[config.mk]
export PLATFORM = sky130hd
export DESIGN_NAME = ex_mem
export DESIGN_NICKNAME = d
export VERILOG_FILES = /design/src/common/mips_pkg.sv /design/src/hw/ex_mem.sv
export SDC_FILE = /design/constraint.sdc
export NUM_CORES = 1
export LEC_CHECK = 0
export BUFFER_PORTS_ARGS = -buffer_cell sky130_fd_sc_hd__buf_2
export CORE_ASPECT_RATIO = 0.75
export CORE_MARGIN = 2
export CORE_UTILIZATION = 39
export CTS_CLUSTER_DIAMETER = 80
export DETAILED_ROUTE_END_ITERATION = 8
export HOLD_SLACK_MARGIN = 0.05
export PLACE_DENSITY = 0.81
export RECOVER_POWER = 100
export SLEW_MARGIN = 25
export SYNTH_ARGS = -nofsm -noshare
export SYNTH_HDL_FRONTEND = slang
export SYNTH_SLANG_ARGS = --single-unit
[constraint.sdc]
create_clock -name clk -period 0.8 [get_ports clk]
set_input_delay 0.12 -clock clk [delete_from_list [all_inputs] [get_ports clk]]
set_output_delay 0.12 -clock clk [all_outputs]
set_load 0.1 [all_outputs]
[src/common/mips_pkg.sv]
`default_nettype none

// shared types for the ex/mem half of the pipeline
package mips_pkg;

    // data path word
    typedef logic [31:0] word_t;

    // register file index, 32 entries
    typedef logic [4:0] reg_addr_t;

    // alu function, same coding as the r-type funct field
    typedef logic [5:0] alu_op_t;

    // funct codes understood by the execute stage
    localparam alu_op_t alu_add = 6'h20;
    localparam alu_op_t alu_sub = 6'h22;
    localparam alu_op_t alu_and = 6'h24;
    localparam alu_op_t alu_or  = 6'h25;
    localparam alu_op_t alu_xor = 6'h26;
    localparam alu_op_t alu_nor = 6'h27;
    // signed set-less-than
    localparam alu_op_t alu_slt = 6'h2a;

    // any other code gives a zero result

endpackage

`default_nettype wire

[src/hw/ex_mem.sv]
`timescale 1ns/1ps
`default_nettype none

// ex/mem pipeline register
// copies every field on each rising edge, no stall
module ex_mem (
    input  wire logic                clk,
    input  wire logic                reset,

    // data fields from execute
    input  wire mips_pkg::word_t     alu_result,
    // store data
    input  wire mips_pkg::word_t     read_data2,
    // write register
    input  wire mips_pkg::reg_addr_t regdst,

    // control fields from execute
    input  wire logic                regwrite,
    input  wire logic                memwrite,
    input  wire logic                memread,
    input  wire logic                memtoreg,
    input  wire mips_pkg::alu_op_t   alu_op,

    // registered data fields
    output mips_pkg::word_t          alu_result_out,
    output mips_pkg::word_t          read_data2_out,
    output mips_pkg::reg_addr_t      regdst_out,

    // registered control fields
    output logic                     regwrite_out,
    output logic                     memwrite_out,
    output logic                     memread_out,
    output logic                     memtoreg_out,
    output mips_pkg::alu_op_t        alu_op_out
);

    always_ff @(posedge clk) begin
        if (reset) begin
            // data fields
            alu_result_out <= '0;
            read_data2_out <= '0;
            regdst_out     <= '0;
            // control fields, no memory access after reset
            regwrite_out   <= 1'b0;
            memwrite_out   <= 1'b0;
            memread_out    <= 1'b0;
            memtoreg_out   <= 1'b0;
            alu_op_out     <= '0;
        end else begin
            alu_result_out <= alu_result;
            read_data2_out <= read_data2;
            regdst_out     <= regdst;
            regwrite_out   <= regwrite;
            memwrite_out   <= memwrite;
            memread_out    <= memread;
            memtoreg_out   <= memtoreg;
            // kept only so the funct code shows up next to the op in waves
            alu_op_out     <= alu_op;
        end
    end

endmodule

`default_nettype wire

==> qor.txt, run 1 <==
number of distinct standard cells referenced by the synthesized netlist - 5
Compound-Gate Fraction of Synth Area - 0%
quantity of I/O buffers inserted on ports - 159
clock root buffer - sky130_fd_sc_hd__clkbuf_8
CTS sink cnt - 79
number of buffers inserted by post-CTS setup repair - 0
failing step - clock tree synthesis
Commonest cells post-synth - sky130_fd_sc_hd__dfxtp_1, sky130_fd_sc_hd__nor2b_1, sky130_fd_sc_hd__buf_2, sky130_fd_sc_hd__buf_4, sky130_fd_sc_hd__buf_6
fraction of synthesized cell area in xor and xnor cells - 0%
summed instance area of the synthesized netlist - 0.00212 mm²
outcome - stopped before the end
vertical extent of the die - 67.9 µm
multiplexer share of the synthesized area - 0%
Die Width - 89.2 µm
Mapped Nets - 247
cells resized by post-CTS repair - 0
adder-cell share of the synthesized area - 0%
area share of and/or/nand/nor cells after synthesis - 23.3%
starting density of the core - 40.1%
share of synthesized area occupied by flip-flops and latches - 74.4%
Mapped Cells - 166
cell row count - 23
IO Pins - 160
CTS H-Tree Depth - 3
number of synthesized register bits - 79
proportion of synthesized flip-flops having asynchronous set or reset - 0%
number of enable flip-flop cells after synthesis - 0
routability congestion estimate from global placement - 0.735
number of buffers inserted by hold repair at cts - 79
Post-Synthesis Mean Instance Area - 12.8 µm²
share of the synthesized area in the top cell type - 74.4%
Synthesis Warnings - 0
TritonCTS buffer count - 9
detailed placement HPWL - 4.55 mm
buffer levels on the longest clock path - 2
largest area contributor in the synthesized netlist - sky130_fd_sc_hd__dfxtp_1
combinational family with the most area after synthesis - simple AND/OR/NAND/NOR gates
cell area after placement - 0.00429 mm²
top cells by area, synth - sky130_fd_sc_hd__dfxtp_1, sky130_fd_sc_hd__nor2b_1, sky130_fd_sc_hd__buf_2
Setup Slack @ Placement - 80.8 ps
Post-synth top flop - sky130_fd_sc_hd__dfxtp_1
tool error message - [ERROR DPL-0038] Utilization greater than 100%, impossible to legalize
stage by stage:
stage               util [%]  std cells
detailed placement      81.0        394
global placement        81.0        394
floorplan                  -        166
cells by family after synthesis:
group	count (synthesis)
buffers and inverters	8
DFF	79
and+or+nand+nor	79
==> inputs of run 2 (changes only) <==
--- a/config.mk
+++ b/config.mk
@@ -6,13 +6,10 @@
 export NUM_CORES = 1
 export LEC_CHECK = 0
 export BUFFER_PORTS_ARGS = -buffer_cell sky130_fd_sc_hd__buf_2
-export CORE_ASPECT_RATIO = 0.75
 export CORE_MARGIN = 2
 export CORE_UTILIZATION = 39
-export CTS_CLUSTER_DIAMETER = 80
 export DETAILED_ROUTE_END_ITERATION = 8
-export HOLD_SLACK_MARGIN = 0.05
-export PLACE_DENSITY = 0.81
+export PLACE_DENSITY_LB_ADDON = 0.15
 export RECOVER_POWER = 100
 export SLEW_MARGIN = 25
 export SYNTH_ARGS = -nofsm -noshare
==> qor.txt, run 2 <==
share of synthesized area occupied by flip-flops and latches - 74.4%
clock-pin slew reported for the worst setup and hold paths after clock tree synthesis - 80 ps
endpoints failing hold - 2
slowest stage cell, crit path - sky130_fd_sc_hd__dfxtp_2
Peak supply drop - 1.54 mV
most frequent cells in the layout - sky130_fd_sc_hd__nor2b_1, sky130_fd_sc_hd__dfxtp_2, sky130_fd_sc_hd__buf_12
antenna violation net count after detailed routing - 0
aggregate routed wire length - 8.01 mm
violations in the final reports - negative hold slack, negative setup slack
Post-synth top flop - sky130_fd_sc_hd__dfxtp_1
beginning of the worst hold path - alu_result[8]
count of final setup violators - 79
largest registers - alu_result_out: 32 flops, read_data2_out: 32 flops, alu_op_out: 6 flops
signal arrival time at the worst endpoint - 880 ps
maximum number of pins on one net before global-route repair - 31
Total Die Area - 0.00605 mm²
Mapped Nets - 247
Hold Path Class - in2reg
Layout Utilization - 93.4%
buffers and inverters on the worst path - 1
Commonest cells post-synth - sky130_fd_sc_hd__dfxtp_1, sky130_fd_sc_hd__nor2b_1, sky130_fd_sc_hd__buf_2, sky130_fd_sc_hd__buf_4, sky130_fd_sc_hd__buf_6
DRC violations left - 0
top cells by area, synth - sky130_fd_sc_hd__dfxtp_1, sky130_fd_sc_hd__nor2b_1, sky130_fd_sc_hd__buf_2
outcome - finished, violations left
largest area contributor in the synthesized netlist - sky130_fd_sc_hd__dfxtp_1
share of the synthesized area in the top cell type - 74.4%
detailed-route via count - 1949
critical path peak fanout - 1
type of element capturing the critical path - output pin
antenna violations before repair - 0
proportion of synthesized flip-flops having asynchronous set or reset - 0%
routed wirelength normalized by instance count - 18.0 µm
vertical extent of the die - 77.8 µm
Setup CP Type - reg2out
share of final-layout standard cells stronger than drive strength 1 - 67.6%
CTS tree - built
nets@finish - 452
cell row count - 26
number of synthesized register bits - 79
number of enable flip-flop cells after synthesis - 0
clock root buffer - sky130_fd_sc_hd__clkbuf_8
Post-Synthesis Mean Instance Area - 12.8 µm²
cell family with the largest share of critical-path delay - flip-flops
PwrDens - 2080 mW/mm²
post-route setup slack - -196 ps
worst slew slack as a fraction of its limit - 63.2%
average via count per standard cell - 4.37
count of routing violations after the opening detailed-route iteration - 42
Mapped Cells - 166
routability congestion estimate from global placement - 0.723
static power due to leakage - 2.13 nW
area growth from synthesis to layout - 127%
Detailed Routing Iterations Pass 1 - 4
Peak Freq - 1000 MHz
Tot GR Track Use - 27.4%
list of cells traversed by the critical path - buf_12
starting density of the core - 41.1%
RSZ-0062 raised after global routing - true
Max Cap Violations - 0
summed instance area of the synthesized netlist - 0.00212 mm²
antenna cells - 0
transition at the pin with the smallest max-transition slack - 551 ps
final hold slack - -8.55 ps
Worst EP required - 680 ps
number of instances on the worst hold path - 2
slowest stage delay, CP - 360 ps
buffer levels on the longest clock path - 2
IO Pins - 160
number of global-route vias before repair - 2230
Congestion Overflow GR - 0
end of the worst hold path - alu_result_out[8]
cells resized by post-CTS repair - 0
placeable core region - 0.00517 mm²
CTS H-Tree Depth - 3
number of distinct standard cells referenced by the synthesized netlist - 5
Setup Slack @ Placement - 111 ps
final clock period utilization by the worst path - 125%
TritonCTS buffer count - 9
Synthesis Warnings - 0
CTS sink cnt - 79
count of pins over their slew limit - 0
detailed placement HPWL - 4.95 mm
first-pass GRT wire length - 12.0 mm
minimum clock period - 996 ps
Critical Path Start Type - flip-flop
Die Width - 77.8 µm
quantity of I/O buffers inserted on ports - 159
run 2: cell counts after synthesis:
Identical to the previous run, type by type.
run 2: area by class of cell:
cell class | count | area, µm²
Timing Repair Buffer | 202 | 2390
Sequential cell | 79 | 1680
Multi-Input combinational cell | 79 | 494
Fill cell | 143 | 340
Clock buffer | 12 | 155
Tap cell | 70 | 87.6
Clock inverter | 4 | 20.0
run 2: report_power, final:
part	leakage, nW	internal [mW]	switching [mW]
clock	0.0959	1.28	1.40
combinational	1.35	1.16	1.86
sequential	0.679	4.19	0.182
total	2.13	6.63	3.45
run 2: kinds of logic after synthesis:
| kind of cell | after synthesis | share of synthesized area [%] |
|---|---|---|
| buffers and inverters | 8 | 2.30 |
| flip-flops | 79 | 74.4 |
| AND/OR/NAND/NOR | 79 | 23.3 |
run 2: through the flow:
step	std cells	power [mW]	area, µm²	setup TNS [ps]	hold slack [ps]
after floorplan	166	6.08	2220	0	248
after global placement	390	7.26	4300	0	327
after detailed placement	390	7.32	4300	0	331
after CTS	445	10.1	4870	-14650	0.174
after global routing	446	10.4	4830	-15700	2.97
final	446	10.1	4830	-13700	-8.55
run 2: layer usage:
metal  track usage (%)  vias up  share of wire [%]
li1                  -      905                  -
met1              23.9      910                 30
met2              55.5      116                 60
met3              8.95       18                7.6
met4              11.3        0                2.3
met5                 0        -                  0
run 2: worst max path at each step:
stage	start	to	slack, ps	cells after the start
after floorplan	alu_op_out[0]	alu_op_out[0]	50	0
after global placement	reset	read_data2_out[22]	140	3
after detailed placement	reset	alu_result_out[19]	110	3
after CTS	read_data2_out[20]	read_data2_out[20]	-210	1
after global routing	alu_op_out[1]	alu_op_out[1]	-220	1
final	alu_op_out[1]	alu_op_out[1]	-200	1
run 2: what timing repair did:
item,4_1_cts,5_1_grt
endpoints found under the hold margin,39,1
endpoints found under the setup margin,79,79
hold buffers,39,1
buffers inserted,0,0
(Power assumes the default switching activity.)
==> inputs of run 3 (changes only) <==
--- a/config.mk
+++ b/config.mk
@@ -5,9 +5,10 @@
 export SDC_FILE = /design/constraint.sdc
 export NUM_CORES = 1
 export LEC_CHECK = 0
+export ABC_AREA = 1
 export BUFFER_PORTS_ARGS = -buffer_cell sky130_fd_sc_hd__buf_2
 export CORE_MARGIN = 2
-export CORE_UTILIZATION = 39
+export CORE_UTILIZATION = 40
 export DETAILED_ROUTE_END_ITERATION = 8
 export PLACE_DENSITY_LB_ADDON = 0.15
 export RECOVER_POWER = 100
==> qor.txt, run 3 <==
outcome - finished, violations left
violations in the final reports - negative hold slack, negative setup slack
endpoints failing hold - 1
Detailed Routing Iterations Pass 1 - 4
worst slew slack as a fraction of its limit - 61.0%
minimum clock period - 1020 ps
CP Launch Point - alu_op_out[2]
Tot GR Track Use - 31.8%
final clock period utilization by the worst path - 127%
Synthesis Warnings - 0
antenna violations before repair - 0
beginning of the worst hold path - alu_result[2]
maximum number of pins on one net before global-route repair - 49
storage element area - 0.00168 mm²
list of cells traversed by the critical path - buf_12
slowest stage cell, crit path - sky130_fd_sc_hd__dfxtp_2
Max Cap Violations - 0
signal arrival time at the worst endpoint - 900 ps
detailed-route via count - 2415
placeable core region - 0.00544 mm²
Mapped Cells - 246
Setup Slack @ Placement - 79.1 ps
number of global-route vias before repair - 2809
top cells by area, synth - sky130_fd_sc_hd__dfxtp_1, sky130_fd_sc_hd__inv_1, sky130_fd_sc_hd__nor2_1
number of buffers inserted by post-CTS setup repair - 0
clock-pin slew reported for the worst setup and hold paths after clock tree synthesis - 80 ps
clock root buffer - sky130_fd_sc_hd__clkbuf_8
Peak supply drop - 1.63 mV
summed instance area of the synthesized netlist - 0.00224 mm²
CTS tree - built
detailed placement HPWL - 4.83 mm
Die Width - 78.8 µm
quantity of I/O buffers inserted on ports - 159
count of final setup violators - 79
aggregate routed wire length - 10.6 mm
nets@finish - 551
number of instances on the worst hold path - 3
critical path peak fanout - 1
starting density of the core - 41.2%
TritonCTS buffer count - 9
largest area contributor in the synthesized netlist - sky130_fd_sc_hd__dfxtp_1
number of distinct standard cells referenced by the synthesized netlist - 5
Congestion Overflow GR - 0
Hold Path Class - in2reg
antenna violation net count after detailed routing - 0
routed wirelength normalized by instance count - 19.4 µm
slowest stage delay, CP - 370 ps
vertical extent of the die - 78.8 µm
final hold slack - -5.65 ps
share of the synthesized area in the top cell type - 70.7%
largest registers - alu_result_out: 32 flops, read_data2_out: 32 flops, alu_op_out: 6 flops
proportion of synthesized flip-flops having asynchronous set or reset - 0%
count of pins over their slew limit - 0
number of enable flip-flop cells after synthesis - 0
average via count per standard cell - 4.44
IO Pins - 160
Mapped Nets - 327
Post-synth top flop - sky130_fd_sc_hd__dfxtp_1
most frequent cells in the layout - sky130_fd_sc_hd__inv_1, sky130_fd_sc_hd__nor2_1, sky130_fd_sc_hd__dfxtp_2, sky130_fd_sc_hd__buf_12, sky130_fd_sc_hd__buf_2
Peak Freq - 981 MHz
share of synthesized area occupied by flip-flops and latches - 70.7%
routability congestion estimate from global placement - 0.757
Setup CP Type - reg2out
buffers and inverters on the worst path - 1
count of routing violations after the opening detailed-route iteration - 132
transition at the pin with the smallest max-transition slack - 585 ps
Total Die Area - 0.00621 mm²
area used by multi-input combinational logic - 297 µm²
Critical Path Start Type - flip-flop
first-pass GRT wire length - 14.2 mm
buffer levels on the longest clock path - 2
Post-Synthesis Mean Instance Area - 9.10 µm²
post-route setup slack - -220 ps
number of synthesized register bits - 79
cell row count - 27
static power due to leakage - 2.59 nW
area growth from synthesis to layout - 129%
share of final-layout standard cells stronger than drive strength 1 - 51.3%
Design Power - 10.4 mW
Commonest cells post-synth - sky130_fd_sc_hd__dfxtp_1, sky130_fd_sc_hd__inv_1, sky130_fd_sc_hd__nor2_1, sky130_fd_sc_hd__buf_2, sky130_fd_sc_hd__buf_6
CTS H-Tree Depth - 3
DRC violations left - 0
type of element capturing the critical path - output pin
filler instances - 153
PwrDens - 2030 mW/mm²
cell family with the largest share of critical-path delay - flip-flops
WP depth - 1
Worst EP required - 680 ps
CTS sink cnt - 79
antenna cells - 0
RSZ-0062 raised after global routing - true
[run 3: final cells by class]
class,count,area share (%)
multi-input cells,79,5.79
flip-flops and latches,79,32.8
repair buffers,222,50.6
clock inverters,2,0.684
well taps,72,1.76
inverters,79,5.79
clock buffers,11,2.56
[run 3: cell families (layout without fill, tap and decap cells)]
group	Yosys count	after routing	synth area share [%]
and+or+nand+nor	79	79	13.2
buffers and inverters	88	314	16.1
DFF	79	79	70.7
[run 3: per-layer routing]
layer / up-vias / global-route usage, % / wire, µm
met1: 1136 / 28.0 / 3200
met5: - / 0 / 0
met4: 0 / 17.9 / 423
met2: 150 / 62.4 / 6090
li1: 1098 / - / -
met3: 31 / 9.89 / 845
[run 3: report_power, final]
group	switching, mW	internal [mW]
combinational	2.01	1.19
sequential	0.193	4.19
clock	1.40	1.39
total	3.61	6.78
[run 3: repair_timing]
item,in CTS,in global routing
setup endpoints to repair,79,79
hold buffers,60,1
endpoints found under the hold margin,60,1
resized for setup,0,0
[run 3: through the flow]
step                      TNS [ps]  area, µm²  utilization (%)  hold WS, ps  cells
after floorplan                  0       2340                -          220    246
after global placement           0       4390             80.6          319    470
after detailed placement         0       4390             80.6          326    470
after CTS                   -13990       5150             94.7         1.53    543
after global routing        -16410       5120             94.2         7.24    544
final                       -14560       5120             94.2        -5.65    544
[run 3: final timing paths]
path | endpoint
hold / removal | alu_result_out[2]
setup / recovery | alu_op_out[2]
==> inputs of run 4 (changes only) <==
--- a/config.mk
+++ b/config.mk
@@ -10,6 +10,7 @@
 export CORE_MARGIN = 2
 export CORE_UTILIZATION = 40
 export DETAILED_ROUTE_END_ITERATION = 8
+export HOLD_SLACK_MARGIN = 0.08
 export PLACE_DENSITY_LB_ADDON = 0.15
 export RECOVER_POWER = 100
 export SLEW_MARGIN = 25
==> constraint.sdc (replaced) <==
create_clock -name clk -period 0.8 [get_ports clk]
set_input_delay 0.12 -clock clk [delete_from_list [all_inputs] [get_ports clk]]
set_output_delay 0.12 -clock clk [all_outputs]
set_load 0.005 [all_outputs]
==> qor.txt, run 4 (synthesis results as in run 3) <==
outcome - finished, violations left
violations in the final reports - negative setup slack
CTS sink cnt - 79
Setup Slack @ Placement - 75.8 ps
buffers and inverters on the worst path - 1
beginning of the worst hold path - reset
quantity of I/O buffers inserted on ports - 159
critical path peak fanout - 1
filler instances - 360
RSZ-0062 raised after global routing - true
number of instances on the worst hold path - 3
largest registers - alu_result_out: 32 flops, read_data2_out: 32 flops, alu_op_out: 6 flops
number of buffers inserted by post-CTS setup repair - 0
Max Cap Violations - 0
number of global-route vias before repair - 2254
placeable core region - 0.00544 mm²
buffer levels on the longest clock path - 2
list of cells traversed by the critical path - buf_2
antenna violations before repair - 0
average via count per standard cell - 4.03
cell row count - 27
Peak Freq - 1120 MHz
Congestion Overflow GR - 0
slowest stage delay, CP - 320 ps
clock root buffer - sky130_fd_sc_hd__clkbuf_8
TritonCTS buffer count - 9
Design Area, Final - 0.00419 mm²
cell family with the largest share of critical-path delay - flip-flops
Tot GR Track Use - 20.8%
post-route setup slack - -90.4 ps
minimum clock period - 890 ps
share of final-layout standard cells stronger than drive strength 1 - 39.5%
cell area after placement - 0.00311 mm²
area growth from synthesis to layout - 87.4%
first-pass GRT wire length - 9.87 mm
final clock period utilization by the worst path - 111%
count of routing violations after the opening detailed-route iteration - 59
Critical Path Start Type - flip-flop
worst slew slack as a fraction of its limit - 87.4%
end of the worst hold path - alu_op_out[0]
type of element capturing the critical path - output pin
PwrDens - 1930 mW/mm²
nets@finish - 570
starting density of the core - 41.2%
routability congestion estimate from global placement - 0.717
most frequent cells in the layout - sky130_fd_sc_hd__buf_2, sky130_fd_sc_hd__inv_1, sky130_fd_sc_hd__nor2_1, sky130_fd_sc_hd__dlygate4sd3_1, sky130_fd_sc_hd__dfxtp_1
antenna violation net count after detailed routing - 0
Hold Path Class - in2reg
CTS tree - built
slowest stage cell, crit path - sky130_fd_sc_hd__dfxtp_1
detailed-route via count - 2283
Worst EP required - 680 ps
endpoints failing hold - 0
transition at the pin with the smallest max-transition slack - 189 ps
count of pins over their slew limit - 0
detailed placement HPWL - 3.57 mm
clock-pin slew reported for the worst setup and hold paths after clock tree synthesis - 80 ps
antenna cells - 0
maximum number of pins on one net before global-route repair - 35
WP depth - 1
Detailed Routing Iterations Pass 1 - 5
IO Pins - 160
Setup CP Type - reg2out
routed wirelength normalized by instance count - 11.6 µm
Die Width - 78.8 µm
count of final setup violators - 79
DRC violations left - 0
signal arrival time at the worst endpoint - 770 ps
final hold slack - 219 ps
CTS H-Tree Depth - 3
Total Die Area - 0.00621 mm²
summed negative setup slack over all endpoints - -5560 ps
aggregate routed wire length - 6.57 mm
vertical extent of the die - 78.8 µm
static power due to leakage - 2.40 nW
leading cell type in the layout, fill and taps excluded - sky130_fd_sc_hd__buf_2
Peak supply drop - 1.24 mV
[run 4: cell count changes in the layout (fill, tap and decap cells not counted), sizes merged]
cell / before / now
dlygate4sd3: 61 / 79
buf: 149 / 161
clkbuf: 23 / 13
clkinv: 1 / 3
[run 4: repair_timing]
action / CTS / global route
resized for setup: 4 / 29
hold buffers: 79 / 0
endpoints found under the hold margin: 79 / 0
endpoints found under the setup margin: 79 / 79
[run 4: how the worst max path moves through the flow]
stage,endpoint,from
floorplan,alu_result_out[20],reset
global placement,regdst_out[4],reset
detailed placement,read_data2_out[20],reset
CTS,read_data2_out[20],read_data2_out[20]
global route,alu_result_out[19],alu_result_out[19]
finish,alu_result_out[1],alu_result_out[1]
[run 4: cell type report]
type                       instances  area [µm²]  share of cell area (%)
multi-input combinational         79         297                    7.07
sequential                        79        1610                    38.3
tap                               72        90.1                    2.15
timing repair buffer             241        1710                    40.9
clock buffer                      12         145                    3.46
inverter                          79         297                    7.07
clock inverter                     4        45.0                    1.07
[run 4: metal layers]
layer / track usage, % / part of all wire, %
met5: 0 / 0
met4: 10.0 / 1.8
met3: 7.16 / 11
met2: 38.1 / 51
met1: 20.8 / 37
[run 4: where the power goes]
part	total, mW	internal [mW]	switching, mW
clock network	2.83	1.51	1.32
logic	1.05	0.654	0.391
registers	4.21	4.15	0.0559
[run 4: through the flow]
step                      utilization (%)  power, mW  instances
after global routing                 77.1       8.45        566
after global placement               57.1       4.94        471
after detailed placement             57.1       4.96        471
final                                77.1       8.09        566
after floorplan                         -       4.53        246
after CTS                            75.4       8.09        566
